[src/logic/pkt_cfg.svh]
`ifndef PKT_CFG_SVH
`define PKT_CFG_SVH

// ********************************************************************
// Receive endpoint build settings
// ********************************************************************

// Byte lanes per phit.
`define PHIT_LANES 8

// Bits per lane.
`define LANE_BITS 8

// Lanes taken by the header; must stay 16 bits wide.
`define HDR_LANES 2

// Phits held in the input buffer.
`define FIFO_DEPTH 8

`endif

[src/logic/pkt_pkg.sv]
`default_nettype none
`include "pkt_cfg.svh"

package pkt_pkg;

    localparam int HDR_BITS  = `HDR_LANES * `LANE_BITS;
    localparam int NODE_BITS = 7;
    localparam int REG_BITS  = 16;

    typedef logic [`PHIT_LANES*`LANE_BITS-1:0] phit_t;
    typedef logic [`PHIT_LANES-1:0]            lanes_t;

    // ********************************************************************
    // Header views, both 16 bits with the kind bit on top
    // ********************************************************************
    typedef struct packed {
        logic                 kind;
        logic [NODE_BITS-1:0] dest;
        logic [7:0]           tag;
    } hdr_route_t;

    typedef struct packed {
        logic        kind;
        logic [2:0]  op;
        logic [11:0] arg;
    } hdr_ctrl_t;

    typedef union packed {
        hdr_route_t route;
        hdr_ctrl_t  ctrl;
    } pkt_hdr_u;

    typedef enum logic [1:0] {
        REG_NODE_ID   = 2'd0,
        REG_MATCH_CNT = 2'd1,
        REG_MISS_CNT  = 2'd2,
        REG_CTRL_CNT  = 2'd3
    } reg_addr_e;

endpackage

`default_nettype wire

[src/logic/pkt_fifo.sv]
`timescale 1ns/1ps
`default_nettype none
`include "pkt_cfg.svh"

module pkt_fifo import pkt_pkg::*; (
    input  logic   clk,
    input  logic   rst,
    input  logic   in_valid,
    input  phit_t  in_data,
    input  lanes_t in_lanes,
    input  logic   in_last,
    input  logic   fifo_pop,
    output logic   in_ready,
    output logic   fifo_empty,
    output phit_t  head_data,
    output lanes_t head_lanes,
    output logic   head_last
);

    localparam int PTR_W = (`FIFO_DEPTH > 1) ? $clog2(`FIFO_DEPTH) : 1;
    localparam int CNT_W = $clog2(`FIFO_DEPTH + 1);

    phit_t            mem_data  [`FIFO_DEPTH];
    lanes_t           mem_lanes [`FIFO_DEPTH];
    logic             mem_last  [`FIFO_DEPTH];
    logic [PTR_W-1:0] wr_ptr;
    logic [PTR_W-1:0] rd_ptr;
    logic [CNT_W-1:0] count;
    logic             push;

    // Wraps at the depth, which need not be a power of two.
    function automatic logic [PTR_W-1:0] ptr_inc(input logic [PTR_W-1:0] ptr);
        if (ptr == PTR_W'(`FIFO_DEPTH - 1)) begin
            return '0;
        end
        return ptr + 1'b1;
    endfunction

    assign in_ready   = (count != CNT_W'(`FIFO_DEPTH));
    assign fifo_empty = (count == '0);
    assign push       = in_valid && in_ready;

    assign head_data  = mem_data[rd_ptr];
    assign head_lanes = mem_lanes[rd_ptr];
    assign head_last  = mem_last[rd_ptr];

    always_ff @(posedge clk) begin
        if (rst) begin
            wr_ptr <= '0;
            rd_ptr <= '0;
            count  <= '0;
        end else begin
            if (push) begin
                wr_ptr <= ptr_inc(wr_ptr);
            end
            if (fifo_pop) begin
                rd_ptr <= ptr_inc(rd_ptr);
            end
            case ({push, fifo_pop})
                2'b10:   count <= count + 1'b1;
                2'b01:   count <= count - 1'b1;
                default: count <= count;
            endcase
        end
    end

    always_ff @(posedge clk) begin
        if (push) begin
            mem_data[wr_ptr]  <= in_data;
            mem_lanes[wr_ptr] <= in_lanes;
            mem_last[wr_ptr]  <= in_last;
        end
    end

    // The stripper must never pop an empty buffer.
    a_pop_nonempty: assert property (@(posedge clk) disable iff (rst)
        fifo_pop |-> !fifo_empty);

    // Pointers meet only when the buffer is empty or full.
    a_ptr_count: assert property (@(posedge clk) disable iff (rst)
        (wr_ptr == rd_ptr) == ((count == '0) || (count == CNT_W'(`FIFO_DEPTH))));

endmodule

`default_nettype wire

[src/logic/hdr_strip.sv]
`timescale 1ns/1ps
`default_nettype none
`include "pkt_cfg.svh"

module hdr_strip import pkt_pkg::*; (
    input  logic                clk,
    input  logic                rst,
    input  logic                fifo_empty,
    input  phit_t               head_data,
    input  lanes_t              head_lanes,
    input  logic                head_last,
    input  logic                out_ready,
    output logic                fifo_pop,
    output logic                is_header,
    output logic [HDR_BITS-1:0] hdr_word,
    output logic                out_valid,
    output phit_t               out_data,
    output lanes_t              out_lanes,
    output logic                out_last
);

    localparam int UP_LANES = `PHIT_LANES - `HDR_LANES;
    localparam int UP_BITS  = UP_LANES * `LANE_BITS;

    typedef enum logic [1:0] {
        ST_IDLE,
        ST_HEADER,
        ST_PAYLOAD,
        ST_FLUSH
    } strip_state_e;

    strip_state_e        state;
    strip_state_e        state_nxt;

    // Upper lanes of the previous phit, already moved down to lane 0.
    logic [UP_BITS-1:0]  held_data;
    logic [UP_LANES-1:0] held_lanes;

    logic [UP_LANES-1:0] head_up_lanes;
    logic                stall;
    logic                emit;
    logic                emit_last;
    phit_t               nxt_data;
    lanes_t              nxt_lanes;

    assign head_up_lanes = head_lanes[`PHIT_LANES-1:`HDR_LANES];
    assign stall         = out_valid && !out_ready;
    assign fifo_pop      = !fifo_empty && !stall && (state != ST_FLUSH);
    assign is_header     = fifo_pop && (state == ST_IDLE);
    assign hdr_word      = head_data[HDR_BITS-1:0];

    // ********************************************************************
    // Next state and next output phit
    // ********************************************************************
    always_comb begin
        state_nxt = state;
        emit      = 1'b0;
        emit_last = 1'b0;
        nxt_data  = {head_data[HDR_BITS-1:0], held_data};
        nxt_lanes = {head_lanes[`HDR_LANES-1:0], held_lanes};
        case (state)
            ST_IDLE: begin
                if (fifo_pop) begin
                    if (!head_last) begin
                        state_nxt = ST_HEADER;
                    end else if (|head_up_lanes) begin
                        state_nxt = ST_FLUSH;
                    end
                end
            end
            ST_HEADER, ST_PAYLOAD: begin
                if (fifo_pop) begin
                    emit = 1'b1;
                    if (!head_last) begin
                        state_nxt = ST_PAYLOAD;
                    end else if (|head_up_lanes) begin
                        state_nxt = ST_FLUSH;
                    end else begin
                        emit_last = 1'b1;
                        state_nxt = ST_IDLE;
                    end
                end
            end
            ST_FLUSH: begin
                // Leftover upper lanes go out alone.
                emit      = 1'b1;
                emit_last = 1'b1;
                nxt_data  = {{HDR_BITS{1'b0}}, held_data};
                nxt_lanes = {{`HDR_LANES{1'b0}}, held_lanes};
                state_nxt = ST_IDLE;
            end
            default: begin
                state_nxt = ST_IDLE;
            end
        endcase
    end

    always_ff @(posedge clk) begin
        if (rst) begin
            state     <= ST_IDLE;
            out_valid <= 1'b0;
            out_last  <= 1'b0;
        end else if (!stall) begin
            state     <= state_nxt;
            out_valid <= emit;
            out_last  <= emit_last;
        end
    end

    always_ff @(posedge clk) begin
        if (fifo_pop) begin
            held_data  <= head_data[`PHIT_LANES*`LANE_BITS-1:HDR_BITS];
            held_lanes <= head_up_lanes;
        end
        if (emit && !stall) begin
            out_data  <= nxt_data;
            out_lanes <= nxt_lanes;
        end
    end

    // Output lanes fill from lane 0 with no holes.
    a_lanes_contig: assert property (@(posedge clk) disable iff (rst)
        out_valid |-> (out_lanes != '0) && ((out_lanes & lanes_t'(out_lanes + 1'b1)) == '0));

endmodule

`default_nettype wire

[src/logic/hdr_decode.sv]
`timescale 1ns/1ps
`default_nettype none

module hdr_decode import pkt_pkg::*; (
    input  logic                 clk,
    input  logic                 rst,
    input  logic                 is_header,
    input  logic [HDR_BITS-1:0]  hdr_word,
    input  logic [NODE_BITS-1:0] node_id,
    output logic                 route_hit,
    output logic                 route_miss,
    output logic                 ctrl_seen,
    output logic                 route_tag_valid,
    output logic [7:0]           route_tag,
    output logic                 ctrl_valid,
    output logic [2:0]           ctrl_op,
    output logic [11:0]          ctrl_arg
);

    pkt_hdr_u   hdr_q;
    logic       hdr_pend;
    logic       is_ctrl;
    logic [2:0] events;

    always_ff @(posedge clk) begin
        if (rst) begin
            hdr_pend <= 1'b0;
        end else begin
            hdr_pend <= is_header;
        end
    end

    always_ff @(posedge clk) begin
        if (is_header) begin
            hdr_q <= pkt_hdr_u'(hdr_word);
        end
    end

    // Kind bit is the top bit in both views.
    assign is_ctrl = hdr_q.ctrl.kind;

    assign ctrl_valid      = hdr_pend && is_ctrl;
    assign ctrl_op         = hdr_q.ctrl.op;
    assign ctrl_arg        = hdr_q.ctrl.arg;
    assign route_tag_valid = hdr_pend && !is_ctrl;
    assign route_tag       = hdr_q.route.tag;

    assign route_hit  = route_tag_valid && (hdr_q.route.dest == node_id);
    assign route_miss = route_tag_valid && (hdr_q.route.dest != node_id);
    assign ctrl_seen  = ctrl_valid;

    assign events = {ctrl_seen, route_miss, route_hit};

    // Exactly one event follows each header by one cycle.
    a_one_event: assert property (@(posedge clk) disable iff (rst)
        is_header |=> $onehot(events));

endmodule

`default_nettype wire

[src/logic/rx_regs.sv]
`timescale 1ns/1ps
`default_nettype none

module rx_regs import pkt_pkg::*; (
    input  logic                 clk,
    input  logic                 rst,
    input  logic                 reg_wr,
    input  reg_addr_e            reg_addr,
    input  logic [REG_BITS-1:0]  reg_wdata,
    input  logic                 route_hit,
    input  logic                 route_miss,
    input  logic                 ctrl_seen,
    output logic [REG_BITS-1:0]  reg_rdata,
    output logic [NODE_BITS-1:0] node_id
);

    localparam int NUM_EVT = 3;

    logic [NUM_EVT-1:0]  evt;
    logic [REG_BITS-1:0] evt_cnt [NUM_EVT];

    // Order matches the counter addresses.
    assign evt = {ctrl_seen, route_miss, route_hit};

    // ********************************************************************
    // Node address, the only writable register
    // ********************************************************************
    always_ff @(posedge clk) begin
        if (rst) begin
            node_id <= '0;
        end else if (reg_wr && (reg_addr == REG_NODE_ID)) begin
            node_id <= reg_wdata[NODE_BITS-1:0];
        end
    end

    // ********************************************************************
    // Event counters, wrapping
    // ********************************************************************
    always_ff @(posedge clk) begin
        if (rst) begin
            for (int i = 0; i < NUM_EVT; i++) begin
                evt_cnt[i] <= '0;
            end
        end else begin
            for (int i = 0; i < NUM_EVT; i++) begin
                if (evt[i]) begin
                    evt_cnt[i] <= evt_cnt[i] + 1'b1;
                end
            end
        end
    end

    always_comb begin
        case (reg_addr)
            REG_NODE_ID: begin
                reg_rdata = {{(REG_BITS-NODE_BITS){1'b0}}, node_id};
            end
            REG_MATCH_CNT: begin
                reg_rdata = evt_cnt[0];
            end
            REG_MISS_CNT: begin
                reg_rdata = evt_cnt[1];
            end
            REG_CTRL_CNT: begin
                reg_rdata = evt_cnt[2];
            end
            default: begin
                reg_rdata = '0;
            end
        endcase
    end

endmodule

`default_nettype wire

[src/logic/pkt_rx_top.sv]
`timescale 1ns/1ps
`default_nettype none

module pkt_rx_top import pkt_pkg::*; (
    input  logic                clk,
    input  logic                rst,
    input  logic                in_valid,
    input  phit_t               in_data,
    input  lanes_t              in_lanes,
    input  logic                in_last,
    output logic                in_ready,
    output logic                out_valid,
    output phit_t               out_data,
    output lanes_t              out_lanes,
    output logic                out_last,
    input  logic                out_ready,
    input  logic                reg_wr,
    input  reg_addr_e           reg_addr,
    input  logic [REG_BITS-1:0] reg_wdata,
    output logic [REG_BITS-1:0] reg_rdata,
    output logic                ctrl_valid,
    output logic [2:0]          ctrl_op,
    output logic [11:0]         ctrl_arg,
    output logic                route_tag_valid,
    output logic [7:0]          route_tag
);

    logic                 fifo_empty;
    logic                 fifo_pop;
    phit_t                head_data;
    lanes_t               head_lanes;
    logic                 head_last;
    logic                 is_header;
    logic [HDR_BITS-1:0]  hdr_word;
    logic [NODE_BITS-1:0] node_id;
    logic                 route_hit;
    logic                 route_miss;
    logic                 ctrl_seen;

    pkt_fifo pkt_fifo_i (
        .clk        (clk),
        .rst        (rst),
        .in_valid   (in_valid),
        .in_data    (in_data),
        .in_lanes   (in_lanes),
        .in_last    (in_last),
        .fifo_pop   (fifo_pop),
        .in_ready   (in_ready),
        .fifo_empty (fifo_empty),
        .head_data  (head_data),
        .head_lanes (head_lanes),
        .head_last  (head_last)
    );

    hdr_strip hdr_strip_i (
        .clk        (clk),
        .rst        (rst),
        .fifo_empty (fifo_empty),
        .head_data  (head_data),
        .head_lanes (head_lanes),
        .head_last  (head_last),
        .out_ready  (out_ready),
        .fifo_pop   (fifo_pop),
        .is_header  (is_header),
        .hdr_word   (hdr_word),
        .out_valid  (out_valid),
        .out_data   (out_data),
        .out_lanes  (out_lanes),
        .out_last   (out_last)
    );

    hdr_decode hdr_decode_i (
        .clk             (clk),
        .rst             (rst),
        .is_header       (is_header),
        .hdr_word        (hdr_word),
        .node_id         (node_id),
        .route_hit       (route_hit),
        .route_miss      (route_miss),
        .ctrl_seen       (ctrl_seen),
        .route_tag_valid (route_tag_valid),
        .route_tag       (route_tag),
        .ctrl_valid      (ctrl_valid),
        .ctrl_op         (ctrl_op),
        .ctrl_arg        (ctrl_arg)
    );

    rx_regs rx_regs_i (
        .clk        (clk),
        .rst        (rst),
        .reg_wr     (reg_wr),
        .reg_addr   (reg_addr),
        .reg_wdata  (reg_wdata),
        .route_hit  (route_hit),
        .route_miss (route_miss),
        .ctrl_seen  (ctrl_seen),
        .reg_rdata  (reg_rdata),
        .node_id    (node_id)
    );

endmodule

`default_nettype wire

[config.mk]
export PLATFORM = sky130hd
export DESIGN_NAME = pkt_rx_top
export DESIGN_NICKNAME = d
export VERILOG_FILES = /design/src/logic/pkt_pkg.sv /design/src/logic/pkt_fifo.sv /design/src/logic/hdr_strip.sv /design/src/logic/hdr_decode.sv /design/src/logic/rx_regs.sv /design/src/logic/pkt_rx_top.sv
export VERILOG_INCLUDE_DIRS = /design/src /design/src/logic
export SDC_FILE = /design/constraint.sdc
export NUM_CORES = 1
export LEC_CHECK = 0
export ABC_AREA = 1
export BUFFER_PORTS_ARGS = -buffer_cell sky130_fd_sc_hd__clkbuf_2
export CAP_MARGIN = 20
export CORE_MARGIN = 2
export CORE_UTILIZATION = 65
export DETAILED_ROUTE_END_ITERATION = 6
export MAX_ROUTING_LAYER = met4
export PLACE_DENSITY_LB_ADDON = 0.25
export SYNTH_ARGS = -nofsm -noshare
export SYNTH_HDL_FRONTEND = slang
export SYNTH_SLANG_ARGS = --single-unit
[constraint.sdc]
create_clock -name clk -period 12 [get_ports clk]
set_clock_uncertainty 0.15 [all_clocks]
set_input_delay 0.6 -clock clk [delete_from_list [all_inputs] [get_ports clk]]
set_output_delay 0.6 -clock clk [all_outputs]
set_load 0.01 [all_outputs]
Word-level counts from Yosys, hierarchy flattened
Memory sizes are Yosys's and may differ from the RTL's. A register that Yosys moved wholly into a read port is not among the register bits.
Index checks and enable logic that the tools add are counted.
W data, S select, Z words.

word-level totals
  flip-flop bits (word level) = 164
  bits in writable memories = 632
  input port bits = 96
  output and inout port bits = 116
  word-level logic and storage cells = 116
  memories = 4

memory list
  name                  words  bits a word  rd ports  clocked after memory_dff  write ports  line            text
  pkt_fifo_i.mem_data   8      64           1         1                         1            pkt_fifo.sv:23  phit_t mem_data [`FIFO_DEPTH];
  pkt_fifo_i.mem_lanes  8      8            1         1                         1            pkt_fifo.sv:24  lanes_t mem_lanes [`FIFO_DEPTH];
  rx_regs_i.evt_cnt     3      16           3         0                         3            rx_regs.sv:20   logic [REG_BITS-1:0] evt_cnt [NUM_EVT];
  pkt_fifo_i.mem_last   8      1            1         1                         1            pkt_fifo.sv:25  logic mem_last [`FIFO_DEPTH];

cells by class
  $add $sub $neg = 7
  equality and inequality tests = 17
  muxes and demuxes = 47
  bitwise logic cells = 4
  reduce and logical (&&, ||, !) cells = 22

operators by type and width
  operator                 count
  $pmux W16 S4             1
  $add A16 B1 Y16 const B  3
  $mux W16                 3
  $mux W3                  10
  $mux W1                  23
  $mux W2                  6
  $logic_and A1 B1 Y1      11
  $eq A2 B2 Y1 const B     5
  $pmux W4 S2              1
  $eq A7 B7 Y1             1
  $ne A7 B7 Y1             1
  $add A3 B1 Y3 const B    2
  $eq A2 B1 Y1 const B     3
  $eq A3 B3 Y1 const B     2
  $pmux W2 S3              1
  $reduce_or A6 Y1         1
  $add A4 B1 Y4 const B    1
  $logic_not A1 Y1         4
  $logic_not A2 Y1         2
  $logic_not A4 Y1         1
  $ne A2 B1 Y1 const B     2
  $ne A4 B4 Y1 const B     1
  $pmux W1 S2              2
  $reduce_and A4 Y1        1
  7 further kinds          9

Logic depth before layout (Yosys ltp)
Gate-level depths: netlist of the first run.

  word-level depth = 10
  mapped depth = 14
  mapped depth without buffers = 14

By module
From an unflattened synthesis of the first run, not the netlist that was laid out.

unflattened totals
  cells, all modules = 2523
  area, all modules = 31990.7 um^2

by module, submodules not included
  module      times used  cells an instance  area each (um^2)  seq. area each (um^2)
  pkt_fifo    1           1729               23278.6           17797.1
  hdr_strip   1           236                4395.5            3863.7
  rx_regs     1           473                3455.8            1581.5
  hdr_decode  1           85                 860.8             500.5

Worst setup path after synthesis of the first run
No wires, ideal clock.

  path type = input to register
  start point = input port out_ready
  end point = register hdr_strip_i.out_data[0] (enable)
  library setup time = 0.614 ns
  data arrival time = 6.947 ns
  data required time = 11.236 ns
  slack = 4.289 ns
  stages on the path = 6
  path buffers = 0
  path through = nor2_1 -> inv_1 -> nand3_1 -> inv_2 -> nand2_1 -> a211oi_1

between the ends
  cells in the longest elaborated chain, start to end = 8

RTL lines
  element                           line              text
  start, declared                   pkt_rx_top.sv:16  input logic out_ready,
  $logic_not A1 Y1                  hdr_strip.sv:47   assign stall = out_valid && !out_ready;
  $logic_and A1 B1 Y1               hdr_strip.sv:47
  $logic_not A1 Y1                  hdr_strip.sv:48   assign fifo_pop = !fifo_empty && !stall && (state != ST_FLUSH);
  $logic_and A1 B1 Y1 (2 in a row)  hdr_strip.sv:48
  net fifo_pop                      pkt_rx_top.sv:29  logic fifo_pop;
  $mux W1                           hdr_strip.sv:72   if (fifo_pop) begin
  $pmux W1 S2                       hdr_strip.sv:61   case (state)
  $logic_and A1 B1 Y1               hdr_strip.sv:115  if (emit && !stall) begin
  end signal, assigned              hdr_strip.sv:116  out_data <= nxt_data;
  end, declared                     hdr_strip.sv:17   output phit_t out_data,

The timed path passes the listed nets, and every way through them passes these cells.
A chain may end at the register's enable or synchronous reset.

Final worst setup path of the first run
  start point = register hdr_strip_i.state[0]
  end point = register hdr_strip_i.out_data[36] (enable)

between the ends
  cells in the longest elaborated chain, start to end = 5
  elaborated cells between the ends (all ways) = 9
  those cells by class = eq/ne: 4; mux: 2; reduce/logical: 3

RTL lines
  element                 line              text
  start, declared         hdr_strip.sv:32   strip_state_e state;
  start signal, assigned  hdr_strip.sv:104  state <= state_nxt;
  $ne A2 B2 Y1            hdr_strip.sv:48
  $logic_and A1 B1 Y1     hdr_strip.sv:48
  net fifo_pop            pkt_rx_top.sv:29
  $mux W1                 hdr_strip.sv:72
  $pmux W1 S2             hdr_strip.sv:61
  $logic_and A1 B1 Y1     hdr_strip.sv:115

The timed path passes the listed nets, and every way through them passes these cells.

==> impl_metrics.yaml, run 1 <==
logic_synthesis:
  synthCells: 2401
  seq_area_frac_synth_pct: 76.3
  yosys-top-cells-count: "edfxtp_1, nor2_1, o21ai_0"
  syn_area_per_cell_um2: 13.0
  synth_top_area_share_pct: 74.6
  netlist_area_mm2: 0.0311
  ys_warn_count: 0
  synth_seq_cells: 799
  postSynth.asyncResetShare_pct: 0
  ys_top_cells_by_area: "edfxtp_1, nor2_1, o21ai_0"
  yosys.cell_count.top_type: "edfxtp_1"
  synthFlopType: "edfxtp_1"
  synth-edff-count: 774
  synth_top_area_cell: "edfxtp_1"
  synth_nets: 2510
  synth.distinct_cells: 39
worst_setup_path:
  cp-end-kind: "register"
  crit_type: "register to register"
  start_kind: "register"
  worstPathArrival_ns: 3.95
  cp_max_fo: 56
  cp.required_ns: 12.07
detailed_routing:
  vias_per_cell: 5.99
  dr.pass1.iters: 5
  first_iter_violations: 2295
  wl_per_cell_um: 20.6
  wl_mm: 66.7
  vias: 19442
  drc: 0
  ant_nets: 0
cells_and_area:
  fill_cells: 2941
  nets: 2669
  fin_cells: 3245
  ff_latch_area_mm2: 0.0238
  area_growth_syn_to_layout_pct: 12.4
  drive_gt1_share_pct: 13.7
  multi_input_area_mm2: 0.00633
clock_tree:
  cts.clk_slew.worst_paths_ns: 0.06
  post_cts_buffers: 0
  numCtsBuffers: 78
  cts_tree: "done"
  htree_levels: 3
  clock_path_buffers: 3
  cts_root_buffer: "clkbuf_16"
  cts.hold.buffers_added: 0
  cts_resized: 0
  insertion_delay_ns: 0.61
  cts_sinks: 799
place:
  dp_hpwl_mm: 35.2
  place_inst: 3093
  gp_congestion: 0.875
  portBuffers: 202
global_routing:
  grt_use_total_pct: 27.8
  grt_pass1_wl_mm: 102
  grt_overflow: 0
  grt_pass1_vias: 18868
  antenna_found_initial: 8
  grt_start_max_net_pins: 182
timing:
  worst_slew_pin_slew_ns: 1.10
  relSlewSlack_pct: 26.4
  min_period_over_period_pct: 32.4
  hold_viol: 0
  fin_setup_tns_ns: 0
  max_freq_ghz: 0.257
  setup_violations: 0
  rsz0062_at_grt: "no"
  slew_viol_final: 0
  period_minus_slack_ns: 3.88
power:
  combPwrFrac_pct: 25.1
  intPower_mw: 5.63
  power_switching_mw: 2.66
  powerDensity_mw_per_mm2: 237
  p_seq_share_pct: 46.4
  vdd_ir_drop_max_uv: 155
  leakage_nw: 12.3
  sw_frac_of_total_pct: 32.0
  clockPowerShare_pct: 28.4
floorplan:
  top_level_ports: 212
  initial_core_util_pct: 65.5
  die_h_um: 223
  coreArea_mm2: 0.0475
  rows: 80
  die-width_um: 223
  dieArea_mm2: 0.0497
hold_path:
  hold_class: "input port to register"
run:
  cap_violations: 0
status:
  status: "completed"
-- layout make-up --
type,count,share of cell area [%]
clock buffer,98,6.03
timing repair buffer,226,3.48
sequential,799,67.8
inverter,112,1.24
clock inverter,42,1.03
multi-input combinational,1343,18.1
antenna,10,0.0715
tap,615,2.20
-- critical path, cell delays in order (launching register included) --
cell      delay, ns
dfxtp_1        0.31
ha_1           0.47
inv_2          0.29
nand3_1        0.25
clkinv_2       0.10
nand2_1        0.09
a211oi_4       0.88
buf_4          0.90
-- metrics by stage --
stage / total power, mW / util, % / hold slack, ns / worst slack, ns / instance area, um2
floorplan: 5.31 / - / 0.250 / 4.29 / 31100
CTS: 8.30 / 73.5 / 0.0765 / 8.07 / 34900
detailed placement: 5.96 / 68.3 / 0.255 / 8.08 / 32500
finish: 8.29 / 73.6 / 0.110 / 8.12 / 35000
global placement: 5.86 / 68.3 / 0.251 / 8.16 / 32500
global route: 8.70 / 73.6 / 0.100 / 7.89 / 35000
-- registers in the layout (all words and copies together) (netlist names), 2 cells and up, named ones only --
signal,cells
hdr_strip_i.out_lanes,8
hdr_decode_i.hdr_q,16
hdr_strip_i.held_lanes,6
hdr_strip_i.state,2
pkt_fifo_i.mem_lanes,64
rx_regs_i.evt_cnt,48
hdr_strip_i.out_data,64
pkt_fifo_i.mem_data,512
pkt_fifo_i.count,4
rx_regs_i.node_id,7
hdr_strip_i.held_data,48
pkt_fifo_i.mem_last,8
pkt_fifo_i.rd_ptr,3
pkt_fifo_i.wr_ptr,3
-- cells by family (layout without fill, tap and decap cells) --
family,count (synthesis),count (layout),share of synthesized area [%]
compound gates,515,515,9.07
xor+xnor,12,12,0.338
fa+ha+maj,13,13,0.522
buf+inv,259,478,3.66
flops,799,799,76.3
other cells,0,10,0
simple gates,803,803,10.2
-- power by group through the flow --
stage               Clock, mW  Combinational (mW)  Sequential [mW]
CTS                      2.38                2.07             3.85
global route             2.49                2.32             3.89
finish                   2.36                2.08             3.85
detailed placement          0                2.05             3.90
global placement            0                1.97             3.89
floorplan                   0                1.44             3.87
-- cells in the final DEF (no fill, tap or decap), drive strengths merged, types with 10 or more instances in the layout --
cell type / Yosys / layout
a21oi: 51 / 51
a31oi: 54 / 54
buf: 78 / 24
clkbuf: 69 / 300
clkinv: 1 / 34
dfxtp: 25 / 25
diode: 0 / 10
edfxtp: 774 / 774
ha: 13 / 13
inv: 111 / 112
nand2: 223 / 223
nand3: 54 / 54
nand4: 10 / 10
nor2: 493 / 493
nor3: 16 / 16
o21ai: 306 / 306
o22ai: 82 / 82
-- routing by layer --
layer  global-route usage [%]  routed length [um]  up-vias
li1                         -                   -     8981
met1                     36.1               26700     9507
met2                     44.2               33000      866
met3                     5.24                5780       88
met4                     10.9                1250        0
met5                        -                   0        -
-- path summary, 6_finish.rpt --
| kind | start | end | slack, ns | cells past startpoint |
|---|---|---|---|---|
| setup / recovery | hdr_strip_i.state[0] | hdr_strip_i.out_data[36] | 8.12 | 7 |
| hold / removal | in_lanes[1] | pkt_fifo_i.mem_lanes[2][1] | 0.11 | 1 |
| setup reg to reg | hdr_strip_i.state[0] | hdr_strip_i.out_data[36] | 8.12 | 7 |
| hold reg to reg | hdr_strip_i.held_data[40] | hdr_strip_i.out_data[40] | 0.27 | 0 |
Power figures use the tool's default switching activity.
==> inputs of run 2 (changes only) <==
--- a/config.mk
+++ b/config.mk
@@ -10,7 +10,7 @@
 export BUFFER_PORTS_ARGS = -buffer_cell sky130_fd_sc_hd__clkbuf_2
 export CAP_MARGIN = 20
 export CORE_MARGIN = 2
-export CORE_UTILIZATION = 65
+export CORE_UTILIZATION = 60
 export DETAILED_ROUTE_END_ITERATION = 6
 export MAX_ROUTING_LAYER = met4
 export PLACE_DENSITY_LB_ADDON = 0.25
==> constraint.sdc (replaced) <==
create_clock -name clk -period 3.7 [get_ports clk]
set_clock_uncertainty 0.15 [all_clocks]
set_input_delay 0.185 -clock clk [delete_from_list [all_inputs] [get_ports clk]]
set_output_delay 0.185 -clock clk [all_outputs]
set_load 0.01 [all_outputs]
==> run 2 against run 1 <==
Cell area is 3.9% higher. Setup slack worse by 7.4 ns. Fmax is 30% higher. Final cell count is 5.5% higher.
==> impl_metrics.yaml, run 2 (same netlist as run 1, synthesis figures left out) <==
clock_tree:
  post_cts_buffers: 0
  numCtsBuffers: 78
  insertion_delay_ns: 0.62
  cts_resized: 0
  cts_root_buffer: "clkbuf_16"
  cts_tree: "done"
  htree_levels: 3
  cts_sinks: 799
  cts.hold.buffers_added: 98
  cts.clk_slew.worst_paths_ns: 0.06
  clock_path_buffers: 3
worst_setup_path:
  cp_max_fo: 172
  cp.required_ns: 4.12
  crit_chain: "inv_8 > nand2_1 > nand3_1 > nand3_1 > nand2_1 > nand2_1 > nor2_2 > nand3_1 > nand2_1 > nand2_1 > a21oi_1 > dlygate4sd3_1"
  r2r-end: "hdr_strip_i.out_last"
  r2r_setup_slack_ns: 0.71
  cp_common_cell: "nand2_1"
  crit_type: "register to register"
  worstPathArrival_ns: 3.40
  start_kind: "register"
  r2r_cells: 12
  cp-end-kind: "register"
  slowest_delay_ns: 0.64
  crit_end: "hdr_strip_i.out_last"
  cp_slowest_cell: "inv_8"
timing:
  relSlewSlack_pct: 33.7
  period_minus_slack_ns: 2.99
  layout_setup_ws_ns: 0.714
  slew_viol_final: 0
  setup_violations: 0
  worst_slew_pin_slew_ns: 0.994
  hold_viol: 0
  max_freq_ghz: 0.335
  min_period_over_period_pct: 80.7
  rsz0062_at_grt: "no"
cells_and_area:
  largest_register_ffs: 512
  final_cell_mix: "edfxtp_1, nor2_1, o21ai_0, nand2_1, clkbuf_2"
  fin_util_pct: 70.9
  reg_top3: "pkt_fifo_i.mem_data x512, hdr_strip_i.out_data x64, pkt_fifo_i.mem_lanes x64"
  area_growth_syn_to_layout_pct: 16.8
  stdcell_area_mm2: 0.0364
  layout_commonest_cell: "edfxtp_1"
  drive_gt1_share_pct: 14.0
  nets: 2782
  top_register: "pkt_fifo_i.mem_data"
power:
  intPower_mw: 18.3
  p_seq_share_pct: 45.3
  power_switching_mw: 8.90
  leakage_nw: 12.9
  clockPowerShare_pct: 28.1
  vdd_ir_drop_max_uv: 572
  sw_frac_of_total_pct: 32.7
  combPwrFrac_pct: 26.7
  powerDensity_mw_per_mm2: 748
global_routing:
  grt_start_max_net_pins: 181
  grt_pass1_vias: 19424
  grt_pass1_wl_mm: 106
  grt_use_total_pct: 26.6
  grt_overflow: 0
  antenna_found_initial: 5
detailed_routing:
  wl_mm: 70.2
  vias: 19915
  ant_nets: 0
  vias_per_cell: 5.82
  dr.pass1.iters: 6
  wl_per_cell_um: 20.5
  first_iter_violations: 2165
  drc: 0
floorplan:
  top_level_ports: 212
  rows: 83
  dieArea_mm2: 0.0537
  coreArea_mm2: 0.0513
  die-width_um: 232
  die_h_um: 232
  initial_core_util_pct: 60.7
place:
  dp_hpwl_mm: 37.2
  placedInstanceArea_mm2: 0.0329
  portBuffers: 202
  pre_cts_ws_ns: 1.07
  gp_congestion: 0.869
run:
  cap_violations: 0
status:
  status: "completed"
hold_path:
  hold_class: "input port to register"
## run 2: per-layer routing
metal	share of wire, %	GRT usage [%]	up-vias	routed length, um
li1	-	-	9200	-
met1	41	34.3	9801	28500
met2	50	43.8	793	35200
met3	7.2	3.95	121	5040
met4	2.1	8.93	0	1490
met5	0	-	-	0
## run 2: through the flow
step                      instances  power (mW)  setup TNS [ns]  hold slack (ns)
final                          3423        27.2               0            0.236
after global routing           3421        28.5               0            0.242
after CTS                      3415        27.3               0            0.208
after detailed placement       3174        19.5               0            0.255
after global placement         3174        19.2               0            0.253
after floorplan                2401        17.2         -271.63            0.104
## run 2: area by class of cell
cell class	instances	area (um2)
multi-input combinational	1343	6350
tap	680	851
inverter	112	452
clock inverter	51	457
fill	3261	14900
sequential	799	23800
antenna	7	17.5
timing repair buffer	339	2480
clock buffer	92	2000
## run 2: how the worst min path moves through the flow
stage | startpoint | endpoint | slack, ns | cells after the start
floorplan | rst | hdr_strip_i.out_last | 0.10 | 1
detailed placement | hdr_strip_i.held_data[4] | hdr_strip_i.out_data[4] | 0.25 | 0
global route | in_data[17] | pkt_fifo_i.mem_data[2][17] | 0.24 | 2
CTS | in_data[33] | pkt_fifo_i.mem_data[1][33] | 0.21 | 2
finish | in_data[33] | pkt_fifo_i.mem_data[6][33] | 0.24 | 2
global placement | hdr_strip_i.held_data[45] | hdr_strip_i.out_data[45] | 0.25 | 0
## run 2: critical path: cells and delay by family (launching register included)
family	cells	cell delay, ns
AO/OA/AOI/OAI	1	0.11
buffers and inverters	2	1.19
flip-flops	1	0.37
AND/OR/NAND/NOR	9	1.01
## run 2: power by group through the flow
stage	clock [mW]	combinational [mW]	sequential, mW
after floorplan	0	4.75	12.5
after global placement	0	6.78	12.4
after detailed placement	0	7.05	12.5
after CTS	7.73	7.21	12.3
after global routing	8.07	8.01	12.4
final	7.64	7.26	12.3
